--- src/hw/tl_mem_pkg.sv ---
////////////////////////////////////////////////////////////
// Shared TileLink-UL definitions for the byte memory
// Opcodes, sizes, D params, widths and the stage structs
////////////////////////////////////////////////////////////

package tl_mem_pkg;

    ////////////////////////////////////////////////////////////
    // Widths
    ////////////////////////////////////////////////////////////

    localparam int XLEN      = 32;        // Bus data width
    localparam int LANES     = XLEN / 8;  // Byte lanes per beat
    localparam int SID_WIDTH = 2;         // Source ID width

    ////////////////////////////////////////////////////////////
    // Opcodes and sizes
    ////////////////////////////////////////////////////////////

    // A and D opcodes share one encoding space, so no enum here
    typedef logic [2:0] tl_opcode_t;

    localparam tl_opcode_t PUT_FULL_DATA    = 3'b000;  // A channel write
    localparam tl_opcode_t GET              = 3'b100;  // A channel read
    localparam tl_opcode_t ACCESS_ACK       = 3'b000;  // D write ack
    localparam tl_opcode_t ACCESS_ACK_DATA  = 3'b001;  // D read ack with data
    localparam tl_opcode_t ACCESS_ACK_ERROR = 3'b111;  // D error response

    // Log2 of the transfer size in bytes
    typedef logic [2:0] tl_size_t;

    localparam tl_size_t SIZE_BYTE = 3'd0;
    localparam tl_size_t SIZE_HALF = 3'd1;
    localparam tl_size_t SIZE_WORD = 3'd2;  // Largest legal size

    // D channel param values
    localparam logic [1:0] PARAM_OK    = 2'd0;
    localparam logic [1:0] PARAM_ERROR = 2'd2;

    ////////////////////////////////////////////////////////////
    // Channel and stage payloads
    ////////////////////////////////////////////////////////////

    typedef struct packed {
        tl_opcode_t           opcode;
        logic [2:0]           param;
        tl_size_t             size;
        logic [SID_WIDTH-1:0] source;
        logic [XLEN-1:0]      address;
        logic [LANES-1:0]     mask;     // Byte enables
        logic [XLEN-1:0]      data;     // Write data, low lanes first
    } tl_a_req_t;

    typedef struct packed {
        tl_opcode_t           opcode;
        logic [1:0]           param;
        tl_size_t             size;
        logic [SID_WIDTH-1:0] source;
        logic [XLEN-1:0]      data;
        logic                 denied;
    } tl_d_rsp_t;

    // Checked request from decoder to responder
    typedef struct packed {
        logic [XLEN-1:0]      address;
        tl_size_t             size;
        logic [SID_WIDTH-1:0] source;
        logic                 is_read;  // GET, everything else writes
        logic [XLEN-1:0]      wdata;
        logic                 denied;   // Range, size or mask failure
    } mem_req_t;

    // Byte count of a transfer size
    function automatic int unsigned tl_size_bytes(input tl_size_t size);
        return 32'd1 << size;
    endfunction

endpackage

--- src/hw/tl_a_decoder.sv ---
////////////////////////////////////////////////////////////
// A-channel capture with range, size and mask checks
// Holds one checked request for the responder
////////////////////////////////////////////////////////////

`timescale 1ns/1ps

module tl_a_decoder #(
    parameter int MEM_BYTES = 1024  // Memory depth in bytes
) (
    input  logic                  clk,
    input  logic                  reset,

    // A channel
    input  logic                  a_valid,
    output logic                  a_ready,
    input  tl_mem_pkg::tl_a_req_t a_req,

    // Checked request towards the responder
    output logic                  req_valid,
    output tl_mem_pkg::mem_req_t  req,
    input  logic                  req_take
);

    import tl_mem_pkg::*;

    logic              a_fire;       // A beat transfers this edge
    logic              is_read;
    logic              size_bad;
    logic              range_bad;
    logic              mask_ok;
    logic              hold_next;    // Holding register full after this edge
    logic [XLEN:0]     addr_limit;   // One bit wider to survive underflow

    assign a_fire  = a_valid && a_ready;
    assign is_read = (a_req.opcode == GET);

    ////////////////////////////////////////////////////////////
    // Request checks
    ////////////////////////////////////////////////////////////

    assign size_bad   = (a_req.size > SIZE_WORD);  // No double or quad words
    assign addr_limit = (XLEN + 1)'(MEM_BYTES) - (XLEN + 1)'(tl_size_bytes(a_req.size));
    assign range_bad  = ({1'b0, a_req.address} > addr_limit);

    // Legal lane patterns per size
    always_comb begin
        case (a_req.size)
            SIZE_BYTE: mask_ok = $onehot(a_req.mask);
            SIZE_HALF: mask_ok = (a_req.mask == 4'b0011) || (a_req.mask == 4'b1100);
            SIZE_WORD: mask_ok = (a_req.mask == {LANES{1'b1}});
            default:   mask_ok = 1'b0;
        endcase
    end

    ////////////////////////////////////////////////////////////
    // Holding register
    ////////////////////////////////////////////////////////////

    // Stays full until the responder takes it
    assign hold_next = (req_valid && !req_take) || a_fire;

    always_ff @(posedge clk or posedge reset) begin
        if (reset) begin
            req_valid <= 1'b0;
            a_ready   <= 1'b0;           // Closed while in reset
        end else begin
            req_valid <= hold_next;
            a_ready   <= !hold_next;     // Open again on the take edge
        end
    end

    // Payload only loads on a transfer
    always_ff @(posedge clk) begin
        if (a_fire) begin
            req <= '{
                address: a_req.address,
                size:    a_req.size,
                source:  a_req.source,
                is_read: is_read,
                wdata:   a_req.data,
                denied:  size_bad || range_bad || (!is_read && !mask_ok)
            };
        end
    end

    // A stalled A beat keeps its valid and payload until the transfer
    a_req_held: assert property (
        @(posedge clk) disable iff (reset)
        a_valid && !a_ready |=> a_valid && $stable(a_req)
    );

endmodule

--- config.mk ---
export PLATFORM = sky130hd
export DESIGN_NAME = tl_a_decoder
export DESIGN_NICKNAME = d
export VERILOG_FILES = /design/src/hw/tl_mem_pkg.sv /design/src/hw/tl_a_decoder.sv
export SDC_FILE = /design/constraint.sdc
export NUM_CORES = 1
export LEC_CHECK = 0
export ABC_CLOCK_PERIOD_IN_PS = 2800
export BUFFER_PORTS_ARGS = -buffer_cell sky130_fd_sc_hd__buf_2
export CAP_MARGIN = 0
export CORE_AREA = 2 2 83 85
export DETAILED_ROUTE_END_ITERATION = 16
export DIE_AREA = 0 0 85 87
export PLACE_DENSITY = 0.78
export SYNTH_ARGS = -nofsm -noshare
export SYNTH_HDL_FRONTEND = slang
export SYNTH_SLANG_ARGS = --single-unit
--- constraint.sdc ---
create_clock -name clk -period 2.8 [get_ports clk]
set_input_delay 0.14 -clock clk [delete_from_list [all_inputs] [get_ports clk]]
set_output_delay 0.14 -clock clk [all_outputs]
set_load 0.05 [all_outputs]
==> run summary <==
The run gives 0 as the number of remaining DRC errors. The initialized floorplan defines 30 standard-cell rows. The startpoint type of the worst setup path was an input port.

From left edge to right edge, the die measures 85 microns. The run gives 2,239 as the via count of the first global-routing pass. Compared with the post-synthesis result, the final layout area differs by 63.76%.

The count of antenna diodes in the layout was 0; the number of DRC markers after the initial detailed-route iteration was 51. The clock network latency to the later pin of the worst-skew pair was 0.33 ns; the number of library cell types mapped by synthesis was 35. Data on the critical path is required at its endpoint by 2.89 ns. The run gives 4567 microns as the placed wire-length estimate after detailed placement.

Share of final-layout standard cells stronger than drive strength 1: 0.4513. The first detailed-routing pass ran for 6 iterations. The critical path arrival is 2.33 ns, and the per-instance average area after synthesis is 18.04 sq um.

The run gives 0.005677 ns as the final clock skew. After clock tree synthesis, the clock-pin slew on the worst setup and hold paths is 0.08 ns. The finished layout holds 470 standard cells, fillers aside.

TritonCTS built the clock tree. The run gives 2 as the buffer levels on the longest clock path. By startpoint and endpoint, the worst setup path is classified as in -> reg. Max-cap violations in this run came to 0. The logs give 155 for the cell count after synthesis and 0.007395 sq mm for the area of the die. The detailed router placed 2,203 vias in this run. Dividing the detail-routed via count by the number of cells gives 4.687. For the effective utilization at floorplan, the log shows 0.4257. Setup repair after global routing left no endpoint under its margin.

After floorplanning, the core was sized to cover 0.006569 sq mm. After detailed routing, the average wire length per cell comes to 14.99 microns. In this run the worst hold path is classified as in -> reg. In this run the worst path has a maximum fanout of 8. The logs give 0 for the hold violation total from the final report and 0 for the number of antenna violations at the first check in global routing.

The post-layout minimum cycle time came out at 2.247 ns. Traced cell by cell, the critical path runs through buf_2 > or3_2 > ha_1 > xnor2_1 > nand2_1 > nand2_1 > ha_1 > nand4_1 > or3_1 > o211ai_1 > nand2_1. In this design, the critical path's most frequently occurring cell is sky130_fd_sc_hd__nand2_1. The worst register-to-register path begins at a_ready. For this run, the post-layout net count is 485. The remaining max-slew budget at the tightest pin was 0.6455.

Largest area contributor in the netlist: sky130_fd_sc_hd__edfxtp_1. For the pin with the worst max-slew slack, the measured transition is 0.5310 ns. For this design, the slowest cell found on the critical path is sky130_fd_sc_hd__or3_2. The length in cells of the worst reg-to-reg path works out to 3. The run finished with clean final reports. The worst vdd rail ir drop came out at 0.4915 mV.

In this run the count of I/O pins placed on the die edge is 156. The run gives 2.004 nW as the leakage power. Summed over all layers, the routed wires come to 7045 microns.

The die is 87 microns tall. The first global-routing pass estimated 10,550 microns of wire. The most common flop cell mapped by yosys was sky130_fd_sc_hd__edfxtp_1.

The mapped netlist covers 0.002796 sq mm. The post-route setup TNS was 0 ns. Following the worst setup path forward leads to its endpoint at req[0]. The root cell of the clock tree is sky130_fd_sc_hd__clkbuf_8.

The number of fill cells was 432. The worst flop-to-flop path endpoint was req[48]. Summed over all layers, the global routing overflow is 0.

In the post-synthesis netlist, the biggest area contributors are sky130_fd_sc_hd__edfxtp_1 (76%), sky130_fd_sc_hd__ha_1 (7.2%), sky130_fd_sc_hd__inv_1 (1.9%), sky130_fd_sc_hd__dfrtp_1 (1.8%), sky130_fd_sc_hd__nor4_1 (1.1%). The count of nets left with antenna violations once routing finished came out at 0. The number of enable-type register cells in the synthesized netlist came out at 71.

The tools report the worst min-delay path startpoint as a_req[45]. For the routability congestion estimate from global placement, the log shows 0.7202. The share of flip-flops with an asynchronous set or reset after synthesis was 0.02740.

Port buffering added 152 buffers. Number of warnings printed during yosys synthesis: 0. The synthesized design contains 73 register bits.

The tools report the register area share after synthesis as 0.7803. The worst setup path is captured at a register. The cell total after placement is 389. Tracing the worst setup path back leads to its startpoint at a_req[71]. Leaving out fill and tap cells, the most frequent cell in the layout is sky130_fd_sc_hd__buf_2.

The final design utilization is 0.6971, and the share of the cycle needed by the critical path after routing is 0.8026. The highest cell delay on the worst timing path came out at 0.48 ns. The count of pins over their slew limit came out at 0. In this run the number of H-tree levels came out at 3. Counting the buffers created by CTS gives 9. For the pin count of the biggest net entering global routing, the log shows 47.

The tools report the worst hold margin as 0.03037 ns. The tree built by TritonCTS fans out to 73 sinks. The area fraction of the dominant cell type after synthesis is 0.7624, and the maximum operating frequency is 445.0 MHz. The slack of the worst reg-to-reg path was 1.30 ns.

In the layout the commonest cells are sky130_fd_sc_hd__buf_2 (152), sky130_fd_sc_hd__edfxtp_1 (71), sky130_fd_sc_hd__dlygate4sd3_1 (65). The power per unit of standard cell area is 636.2 mW/mm^2, and the overall routing resource usage is 0.1883. The final number of setup-violating endpoints is 0.
[worst min path at each step]
stage	slack, ns	cells after the start	endpoint
global route	0.006	1	req[48]
floorplan	-0.12	1	a_ready
detailed placement	-0.002	2	a_ready
global placement	-0.01	2	req_valid
finish	0.03	1	req[48]
CTS	0.002	1	req[48]
[worst max-delay path, delay by kind of cell]
| kind | cells | cell delay [ns] |
|---|---|---|
| AO/OA/AOI/OAI | 1 | 0.11 |
| buffers and inverters | 1 | 0.14 |
| XOR/XNOR | 1 | 0.16 |
| adder cells (fa/ha/maj) | 2 | 0.57 |
| AND/OR/NAND/NOR | 6 | 1.21 |
[layout make-up]
class	instances	area (sq um)	share of cell area
clock buffers	9	123.9	0.02705
clock inverters	7	123.9	0.02705
inverters	14	52.55	0.01148
multi-input cells	67	550.5	0.1202
flip-flops and latches	73	2182	0.4765
well taps	80	100.1	0.02186
repair buffers	220	1446	0.3158
[cells by family (layout without fill, tap and decap cells)]
kind of cell	count (synthesis)	after routing	share of synthesized area
XOR/XNOR	2	2	0.006265
flip-flops	73	73	0.7803
adder cells (fa/ha/maj)	17	17	0.07875
AND/OR/NAND/NOR	28	28	0.06488
buffers and inverters	16	250	0.02416
multiplexers	1	1	0.003580
other	1	2	0.001341
AO/OA/AOI/OAI	17	17	0.04072
[per-stage QoR]
step	setup WS [ns]	total power, mW	instance area (sq um)
final	0.5528	2.913	4579
after global routing	0.4404	3.026	4579
after CTS	0.5790	2.947	4579
after detailed placement	0.2012	1.860	3681
after global placement	0.2924	1.848	3681
after floorplan	0.2447	1.701	2800
[where the power goes]
group,switching [mW],internal [mW]
clock network,0.401,0.601
logic,0.408,0.188
registers,0.0191,1.30
[flip-flops by register name, summed over array words and instances, names as in the netlist]
register	flops
a_ready	1
req	71
req_valid	1
[Yosys cell counts (2+ instances only)]
library cell	instances
sky130_fd_sc_hd__a21oi_1	4
sky130_fd_sc_hd__ha_1	16
sky130_fd_sc_hd__nand3_1	2
sky130_fd_sc_hd__nor4_1	5
sky130_fd_sc_hd__o211ai_1	3
sky130_fd_sc_hd__a211oi_1	2
sky130_fd_sc_hd__nand2_1	8
sky130_fd_sc_hd__edfxtp_1	71
sky130_fd_sc_hd__dfrtp_1	2
sky130_fd_sc_hd__nor2_1	2
sky130_fd_sc_hd__o21ai_0	2
sky130_fd_sc_hd__nand4_1	2
sky130_fd_sc_hd__inv_1	14
[what timing repair did]
item | CTS | global route
hold buffers | 65 | 0
gates resized for setup | 0 | 0
endpoints found under the hold margin | 66 | 0
buffers inserted | 0 | 0
[metal layers]
metal	global-route usage	up-vias	wire, microns
met2	0.3651	85	3983
met5	0	-	0
met1	0.1942	1057	2532
li1	-	1055	-
met4	0.05339	0	63
met3	0.05782	6	465
Note: power is estimated with default switching activity, not from simulation.
