`src/hw/tl_mem_pkg.sv`:
```
////////////////////////////////////////////////////////////
// Shared TileLink-UL definitions for the byte memory
// Opcodes, sizes, D params, widths and the stage structs
////////////////////////////////////////////////////////////

package tl_mem_pkg;

    ////////////////////////////////////////////////////////////
    // Widths
    ////////////////////////////////////////////////////////////

    localparam int XLEN      = 32;        // Bus data width
    localparam int LANES     = XLEN / 8;  // Byte lanes per beat
    localparam int SID_WIDTH = 2;         // Source ID width

    ////////////////////////////////////////////////////////////
    // Opcodes and sizes
    ////////////////////////////////////////////////////////////

    // A and D opcodes share one encoding space, so no enum here
    typedef logic [2:0] tl_opcode_t;

    localparam tl_opcode_t PUT_FULL_DATA    = 3'b000;  // A channel write
    localparam tl_opcode_t GET              = 3'b100;  // A channel read
    localparam tl_opcode_t ACCESS_ACK       = 3'b000;  // D write ack
    localparam tl_opcode_t ACCESS_ACK_DATA  = 3'b001;  // D read ack with data
    localparam tl_opcode_t ACCESS_ACK_ERROR = 3'b111;  // D error response

    // Log2 of the transfer size in bytes
    typedef logic [2:0] tl_size_t;

    localparam tl_size_t SIZE_BYTE = 3'd0;
    localparam tl_size_t SIZE_HALF = 3'd1;
    localparam tl_size_t SIZE_WORD = 3'd2;  // Largest legal size

    // D channel param values
    localparam logic [1:0] PARAM_OK    = 2'd0;
    localparam logic [1:0] PARAM_ERROR = 2'd2;

    ////////////////////////////////////////////////////////////
    // Channel and stage payloads
    ////////////////////////////////////////////////////////////

    typedef struct packed {
        tl_opcode_t           opcode;
        logic [2:0]           param;
        tl_size_t             size;
        logic [SID_WIDTH-1:0] source;
        logic [XLEN-1:0]      address;
        logic [LANES-1:0]     mask;     // Byte enables
        logic [XLEN-1:0]      data;     // Write data, low lanes first
    } tl_a_req_t;

    typedef struct packed {
        tl_opcode_t           opcode;
        logic [1:0]           param;
        tl_size_t             size;
        logic [SID_WIDTH-1:0] source;
        logic [XLEN-1:0]      data;
        logic                 denied;
    } tl_d_rsp_t;

    // Checked request from decoder to responder
    typedef struct packed {
        logic [XLEN-1:0]      address;
        tl_size_t             size;
        logic [SID_WIDTH-1:0] source;
        logic                 is_read;  // GET, everything else writes
        logic [XLEN-1:0]      wdata;
        logic                 denied;   // Range, size or mask failure
    } mem_req_t;

    // Byte count of a transfer size
    function automatic int unsigned tl_size_bytes(input tl_size_t size);
        return 32'd1 << size;
    endfunction

endpackage

```
`src/hw/tl_d_responder.sv`:
```
////////////////////////////////////////////////////////////
// Access sequencer with write merge
// Drives the store and holds the D-channel response
////////////////////////////////////////////////////////////

`timescale 1ns/1ps

module tl_d_responder (
    input  logic                        clk,
    input  logic                        reset,

    // Checked request from the decoder
    input  logic                        req_valid,
    input  tl_mem_pkg::mem_req_t        req,
    output logic                        req_take,

    // Store port
    output logic                        mem_start,
    output logic                        mem_write,
    output logic [tl_mem_pkg::XLEN-1:0] mem_addr,
    output logic [tl_mem_pkg::XLEN-1:0] mem_wdata,
    input  logic [tl_mem_pkg::XLEN-1:0] mem_rdata,
    input  logic                        mem_done,

    // D channel
    output logic                        d_valid,
    output tl_mem_pkg::tl_d_rsp_t       d_rsp,
    input  logic                        d_ready
);

    import tl_mem_pkg::*;

    typedef enum logic [2:0] {
        IDLE,
        FETCH,          // Four-byte read burst
        MERGE,          // New bytes over fetched ones
        WRITE_BACK,     // Four-byte write burst
        RESPOND_WAIT    // Response held until d_ready
    } rsp_state_t;

    rsp_state_t       state;
    mem_req_t         cur;        // Request in progress
    logic [XLEN-1:0]  merged;     // Write-back data
    logic [LANES-1:0] cur_lanes;  // Lanes written by the current request

    // Lanes covered by a transfer of this size
    function automatic logic [LANES-1:0] size_lanes(input tl_size_t size);
        logic [LANES-1:0] lanes;
        for (int k = 0; k < LANES; k++) begin
            lanes[k] = (k < tl_size_bytes(size));
        end
        return lanes;
    endfunction

    // D beat for a finished request
    function automatic tl_d_rsp_t build_rsp(input mem_req_t r, input logic [XLEN-1:0] rd);
        tl_d_rsp_t        rsp;
        logic [LANES-1:0] lanes;
        lanes      = size_lanes(r.size);
        rsp.size   = r.size;
        rsp.source = r.source;
        rsp.denied = r.denied;
        rsp.param  = r.denied ? PARAM_ERROR : PARAM_OK;
        rsp.data   = '0;
        if (r.denied) begin
            rsp.opcode = ACCESS_ACK_ERROR;
        end else if (r.is_read) begin
            rsp.opcode = ACCESS_ACK_DATA;
            for (int k = 0; k < LANES; k++) begin
                if (lanes[k]) rsp.data[8*k +: 8] = rd[8*k +: 8];  // Zero-extended
            end
        end else begin
            rsp.opcode = ACCESS_ACK;
        end
        return rsp;
    endfunction

    assign req_take  = (state == IDLE) && req_valid;  // One cycle, state leaves IDLE
    assign cur_lanes = size_lanes(cur.size);

    // Low size-many lanes come from the write data
    always_comb begin
        for (int k = 0; k < LANES; k++) begin
            merged[8*k +: 8] = cur_lanes[k] ? cur.wdata[8*k +: 8]
                                            : mem_rdata[8*k +: 8];
        end
    end

    ////////////////////////////////////////////////////////////
    // Sequencer
    ////////////////////////////////////////////////////////////

    always_ff @(posedge clk or posedge reset) begin
        if (reset) begin
            state     <= IDLE;
            d_valid   <= 1'b0;
            mem_start <= 1'b0;
            mem_write <= 1'b0;
        end else begin
            mem_start <= 1'b0;
            case (state)
                IDLE: if (req_take) begin
                    if (req.denied) begin
                        d_valid <= 1'b1;     // Memory left untouched
                        state   <= RESPOND_WAIT;
                    end else begin
                        mem_start <= 1'b1;   // Reads and writes both fetch first
                        mem_write <= 1'b0;
                        state     <= FETCH;
                    end
                end
                FETCH: if (mem_done) begin
                    if (cur.is_read) begin
                        d_valid <= 1'b1;
                        state   <= RESPOND_WAIT;
                    end else begin
                        state <= MERGE;
                    end
                end
                MERGE: begin
                    mem_start <= 1'b1;
                    mem_write <= 1'b1;
                    state     <= WRITE_BACK;
                end
                WRITE_BACK: if (mem_done) begin
                    d_valid <= 1'b1;
                    state   <= RESPOND_WAIT;
                end
                RESPOND_WAIT: if (d_ready) begin
                    d_valid <= 1'b0;
                    state   <= IDLE;
                end
                default: state <= IDLE;
            endcase
        end
    end

    // Payload side of the sequencer
    always_ff @(posedge clk) begin
        case (state)
            IDLE: if (req_take) begin
                cur      <= req;
                mem_addr <= req.address;
                if (req.denied) d_rsp <= build_rsp(req, '0);
            end
            FETCH:      if (mem_done && cur.is_read) d_rsp <= build_rsp(cur, mem_rdata);
            MERGE: begin
                mem_addr  <= cur.address;
                mem_wdata <= merged;
            end
            WRITE_BACK: if (mem_done) d_rsp <= build_rsp(cur, '0);
            default: ;
        endcase
    end

    // Response frozen under back-pressure
    d_rsp_held: assert property (
        @(posedge clk) disable iff (reset)
        d_valid && !d_ready |=> d_valid && $stable(d_rsp)
    );

endmodule

```
`config.mk`:
```
export PLATFORM = sky130hd
export DESIGN_NAME = tl_d_responder
export DESIGN_NICKNAME = d
export VERILOG_FILES = /design/src/hw/tl_mem_pkg.sv /design/src/hw/tl_d_responder.sv
export SDC_FILE = /design/constraint.sdc
export NUM_CORES = 1
export LEC_CHECK = 0
export ABC_AREA = 1
export BUFFER_PORTS_ARGS = -buffer_cell sky130_fd_sc_hd__buf_2
export CAP_MARGIN = 20
export CORE_MARGIN = 2
export CORE_UTILIZATION = 30
export CTS_BUF_LIST = sky130_fd_sc_hd__clkbuf_4 sky130_fd_sc_hd__clkbuf_8 sky130_fd_sc_hd__clkbuf_16
export DETAILED_ROUTE_END_ITERATION = 16
export PLACE_DENSITY = 0.51
export RECOVER_POWER = 100
export SETUP_SLACK_MARGIN = 0.15
export SLEW_MARGIN = 20
export SYNTH_ARGS = -nofsm -noshare
export SYNTH_HDL_FRONTEND = slang
export SYNTH_SLANG_ARGS = --single-unit
```
`constraint.sdc`:
```
create_clock -name clk -period 5.3 [get_ports clk]
set_clock_uncertainty 0.1 [all_clocks]
set_input_delay 1.06 -clock clk [delete_from_list [all_inputs] [get_ports clk]]
set_output_delay 1.06 -clock clk [all_outputs]
set_load 0.01 [all_outputs]
```
==> results_tabular.tex <==
\begin{tabular}{lr}
\hline
Metric & Value \\
\hline
\multicolumn{2}{l}{\textbf{Worst setup path}} \\
\quad Largest stage delay, worst path & 1.51 ns \\
\quad Logic depth of the worst path, buffers included & 6 \\
\quad Capturing element type of the critical path & flop \\
\quad Critical path startpoint & state[0]\$\_DFFE\_PP0P\_ \\
\quad Critical path destination & mem\_addr[29]\$\_DFFE\_PP\_ \\
\quad Critical path's slowest cell & sky130\_fd\_sc\_hd\_\_clkbuf\_1 \\
\quad Register-to-register setup slack & about 1.8 ns \\
\quad Category of the critical setup timing path & flop to flop \\
\quad Cell seen most often among critical-path stages & sky130\_fd\_sc\_hd\_\_nand2\_1 \\
\quad Worst endpoint required time & between 5 and 6 ns \\
\quad R2R cell count & 6 \\
\quad Crit path max fanout & 38 \\
\quad Series of cell instances along the critical path & nor2\_1, inv\_1, nor2\_4, clkbuf\_1, nand2\_1, nand2\_1 \\
\quad Launch point of the worst reg-to-reg path & state[0]\$\_DFFE\_PP0P\_ \\
\quad Arrival time worst endpoint & 3.67 ns \\
\quad Buffers \& Inverters on Critical Path & 2 \\
\quad Family of cells with the greatest summed delay on the critical path & buffers and inverters \\
\quad Endpoint of the lowest-slack register-to-register path & mem\_addr[29]\$\_DFFE\_PP\_ \\
\quad Startpoint kind of the worst setup timing path & flop \\
\multicolumn{2}{l}{\textbf{Clock tree}} \\
\quad Clock tree from TritonCTS & built \\
\quad Clock root cell & sky130\_fd\_sc\_hd\_\_clkbuf\_16 \\
\quad Insertion delay of the later-clocked pin in the worst-skew pair & approximately 0.43 ns \\
\quad Hold buffer count at cts & 0 \\
\quad Num CTS Buffers & 17 \\
\quad Clk pin slew, worst setup/hold paths & roughly 0.070 ns \\
\quad Deepest level of the CTS H-tree & 4 \\
\quad Max Root-Sink Buffers & 2 \\
\quad Number of clock sinks & 180 \\
\quad PostCTS Resize Cnt & 0 \\
\quad Number of buffers added for setup after CTS & 0 \\
\multicolumn{2}{l}{\textbf{Finish}} \\
\quad Area of the multi-input gates & between 1000 and 1500 µm² \\
\quad Filler Cells Inserted & between 2000 and 2500 \\
\quad Layout cell share with drive strength beyond 1 & 18.0\% \\
\quad Layout-stage area growth over the synthesis result & 26.4\% \\
\quad Most common cell after layout, fill and taps aside & sky130\_fd\_sc\_hd\_\_edfxtp\_1 \\
\quad Number of nets in the finished design & 800 \\
\quad Sequential cell area in the final layout & $\sim$5400 µm² \\
\quad Core Util, Final & 38.6\% \\
\quad Antenna fix cells & 0 \\
\quad Commonest cells after routing, fill and taps aside & sky130\_fd\_sc\_hd\_\_edfxtp\_1, sky130\_fd\_sc\_hd\_\_nand2\_1, sky130\_fd\_sc\_hd\_\_clkbuf\_1, sky130\_fd\_sc\_hd\_\_buf\_2, sky130\_fd\_sc\_hd\_\_inv\_1 \\
\multicolumn{2}{l}{\textbf{Synth}} \\
\quad Synth Instances & between 400 and 500 \\
\quad Mean cell area of the mapped netlist & roughly 14 µm² \\
\quad Yosys cell types & 21 \\
\quad Area share of the leading cell type in the synthesized netlist & slightly below 80\% \\
\quad Post-synthesis sequential element count & between 150 and 200 \\
\quad Sequential-to-total area share from yosys stat & approximately four fifths \\
\quad Netlist area before placement & between 6000 and 7000 µm² \\
\quad Area leader, netlist & sky130\_fd\_sc\_hd\_\_edfxtp\_1 \\
\quad Yosys warning count & 0 \\
\quad Synthesized Nets & 583 \\
\quad Leading post-synthesis cells by cell area & sky130\_fd\_sc\_hd\_\_edfxtp\_1, sky130\_fd\_sc\_hd\_\_nand2\_1, sky130\_fd\_sc\_hd\_\_dfrtp\_1, sky130\_fd\_sc\_hd\_\_nor2\_1, sky130\_fd\_sc\_hd\_\_mux2\_2 \\
\multicolumn{2}{l}{\textbf{STA}} \\
\quad Total of endpoints with negative setup slack in the final report & 0 \\
\quad Setup Total Neg Slack & 0 ns \\
\quad Hold violation count in the final report & 0 \\
\quad Transition at the pin with the smallest max-transition slack & 2.00 ns \\
\quad Post-Route Hold Slack & between 0.3 and 0.4 ns \\
\quad RSZ-0062 raised after global routing & false \\
\quad Relative slew slack & -33.6\% \\
\quad Fraction of the cycle the final worst path needs & roughly 66\% \\
\quad Final count of pins violating max slew & around 130 \\
\quad Clock period minus worst slack & 3.49 ns \\
\quad F\_max & around 290 MHz \\
\multicolumn{2}{l}{\textbf{Die}} \\
\quad Vert. Die Dim & 153 µm \\
\quad Floorplan die area & 23400 µm² \\
\quad Initial standard-cell utilization of the core & between 30 and 40\% \\
\quad Top-level I/O count & between 200 and 250 \\
\quad Area inside the core boundary & $\sim$22000 µm² \\
\quad Number of placement rows & 54 \\
\quad Die X & between 150 and 200 µm \\
\multicolumn{2}{l}{\textbf{Pwr}} \\
\quad Worst ir drop on vdd & 0.234 mV \\
\quad Power Dens Cells & 545 nW/µm² \\
\quad Leakage power & 3.20 nW \\
\multicolumn{2}{l}{\textbf{Drt}} \\
\quad DRC violation count after routing & 0 \\
\quad Wire per inst & between 15 and 20 µm \\
\quad Total Routed Length & around 16000 µm \\
\quad First-iteration detailed-routing DRC count & around 240 \\
\quad Drt pass-1 iters & 4 \\
\quad Antenna Violating Nets Remaining & 0 \\
\quad Via-to-Cell Ratio & approximately 4.3 \\
\quad Via total after detailed routing & 4268 \\
\multicolumn{2}{l}{\textbf{Placement}} \\
\quad Number of buffer cells added on primary ports & $\sim$220 \\
\quad DPL Wire Length & roughly 11000 µm \\
\quad Routability-driven placement congestion ratio & 0.752 \\
\multicolumn{2}{l}{\textbf{Run status}} \\
\quad Result of the run & finished with violations \\
\quad Violations in the final reports & capacitance limit, slew limit \\
\multicolumn{2}{l}{\textbf{GRT}} \\
\quad Total global routing track utilization & a little over an eighth \\
\quad Initial antenna violation count & 1 \\
\quad Wire length of the first global-routing pass & approximately 24000 µm \\
\quad Total congestion overflow after global routing & 0 \\
\quad Number of global-route vias before repair & 4505 \\
\quad Pin count of the biggest net entering global routing & 40 \\
\multicolumn{2}{l}{\textbf{Job}} \\
\quad Max-cap violations & 4 \\
\multicolumn{2}{l}{\textbf{Hold path}} \\
\quad Hold Path Class & flop to flop \\
\hline
\end{tabular}
## routing by layer
| metal | GRT usage [%] | vias to the layer above | part of all wire (%) |
|---|---|---|---|
| met5 | 0 | - | 0 |
| met1 | 16.5 | 2050 | 42 |
| met4 | 4.32 | 0 | 1.4 |
| met3 | 5.59 | 17 | 8.4 |
| met2 | 22.0 | 160 | 48 |
| li1 | - | 2041 | - |
## sequential cells by signal, indices dropped and copies added, names as in the netlist
register and count:
cur 71, d_rsp 39, mem_addr 32, mem_wdata 32, state 3, d_valid 1, mem_start 1, mem_write 1
## worst min path at each step
stage | from | end | cells after the start
finish | cur[6]$_DFFE_PP_ | mem_wdata[5]$_DFFE_PP_ | 0
CTS | cur[6]$_DFFE_PP_ | mem_wdata[5]$_DFFE_PP_ | 0
global placement | cur[7]$_DFFE_PP_ | mem_wdata[6]$_DFFE_PP_ | 0
floorplan | cur[1]$_DFFE_PP_ | mem_wdata[0]$_DFFE_PP_ | 1
global route | cur[2]$_DFFE_PP_ | mem_wdata[1]$_DFFE_PP_ | 0
detailed placement | cur[6]$_DFFE_PP_ | mem_wdata[5]$_DFFE_PP_ | 0
## worst reg2reg max path: cells and delay by family, from the launching register on
kind	cells	cell delay [ns]
and+or+nand+nor	4	1.20
buffers and inverters	2	1.62
DFF	1	0.43
## cell families (layout without fill, tap and decap cells)
logic type	Yosys count	count (layout)	share of synthesized area, %
other cells	1	1	0.0563
buf+inv	58	288	3.64
mux	11	11	1.86
simple gates	207	207	12.4
flops	180	180	80.6
compound gates	18	18	1.35
## where the power goes
part	switching [W]	internal [W]	total [W]
Sequential	0.000133	0.00215	0.00229
Clock	0.000568	0.000662	0.00123
Combinational	0.000808	0.000263	0.00107
Total	0.00151	0.00308	0.00459
## cell type report
cell class	instances	area share (%)
Sequential cell	180	63.8
Multi-Input combinational cell	237	12.4
Timing Repair Buffer	221	11.2
Clock buffer	17	5.05
Tap cell	280	4.16
Clock inverter	15	1.78
Inverter	35	1.56
## cell usage after synthesis
| cell | number |
|---|---|
| sky130_fd_sc_hd__o21ai_0 | 11 |
| sky130_fd_sc_hd__nor2_1 | 34 |
| sky130_fd_sc_hd__nor3_4 | 1 |
| sky130_fd_sc_hd__nand2_2 | 1 |
| sky130_fd_sc_hd__mux2_2 | 11 |
| sky130_fd_sc_hd__buf_2 | 8 |
| sky130_fd_sc_hd__inv_1 | 31 |
| sky130_fd_sc_hd__nand3b_1 | 1 |
| sky130_fd_sc_hd__nand3_1 | 5 |
| sky130_fd_sc_hd__conb_1 | 1 |
| sky130_fd_sc_hd__dfrtp_1 | 6 |
| sky130_fd_sc_hd__nor3_1 | 13 |
| sky130_fd_sc_hd__o21ai_1 | 1 |
| sky130_fd_sc_hd__nand2_1 | 150 |
| sky130_fd_sc_hd__nor3b_1 | 1 |
| sky130_fd_sc_hd__a21oi_1 | 6 |
| sky130_fd_sc_hd__edfxtp_1 | 174 |
| sky130_fd_sc_hd__nor2_4 | 1 |
| sky130_fd_sc_hd__clkbuf_1 | 11 |
| sky130_fd_sc_hd__inv_2 | 4 |
| sky130_fd_sc_hd__buf_4 | 4 |
## through the flow
step	instance area (µm²)	cells	power, W	setup slack, ns
2_1_floorplan	6670	475	0.00295	0.607
3_3_place_gp	8040	951	0.00345	2.41
3_5_place_dp	8040	951	0.00348	2.31
4_1_cts	8620	983	0.00472	2.41
5_1_grt	8430	985	0.00485	1.33
6_report	8430	985	0.00459	1.81
No activity file was read; power rests on OpenSTA's default activity.
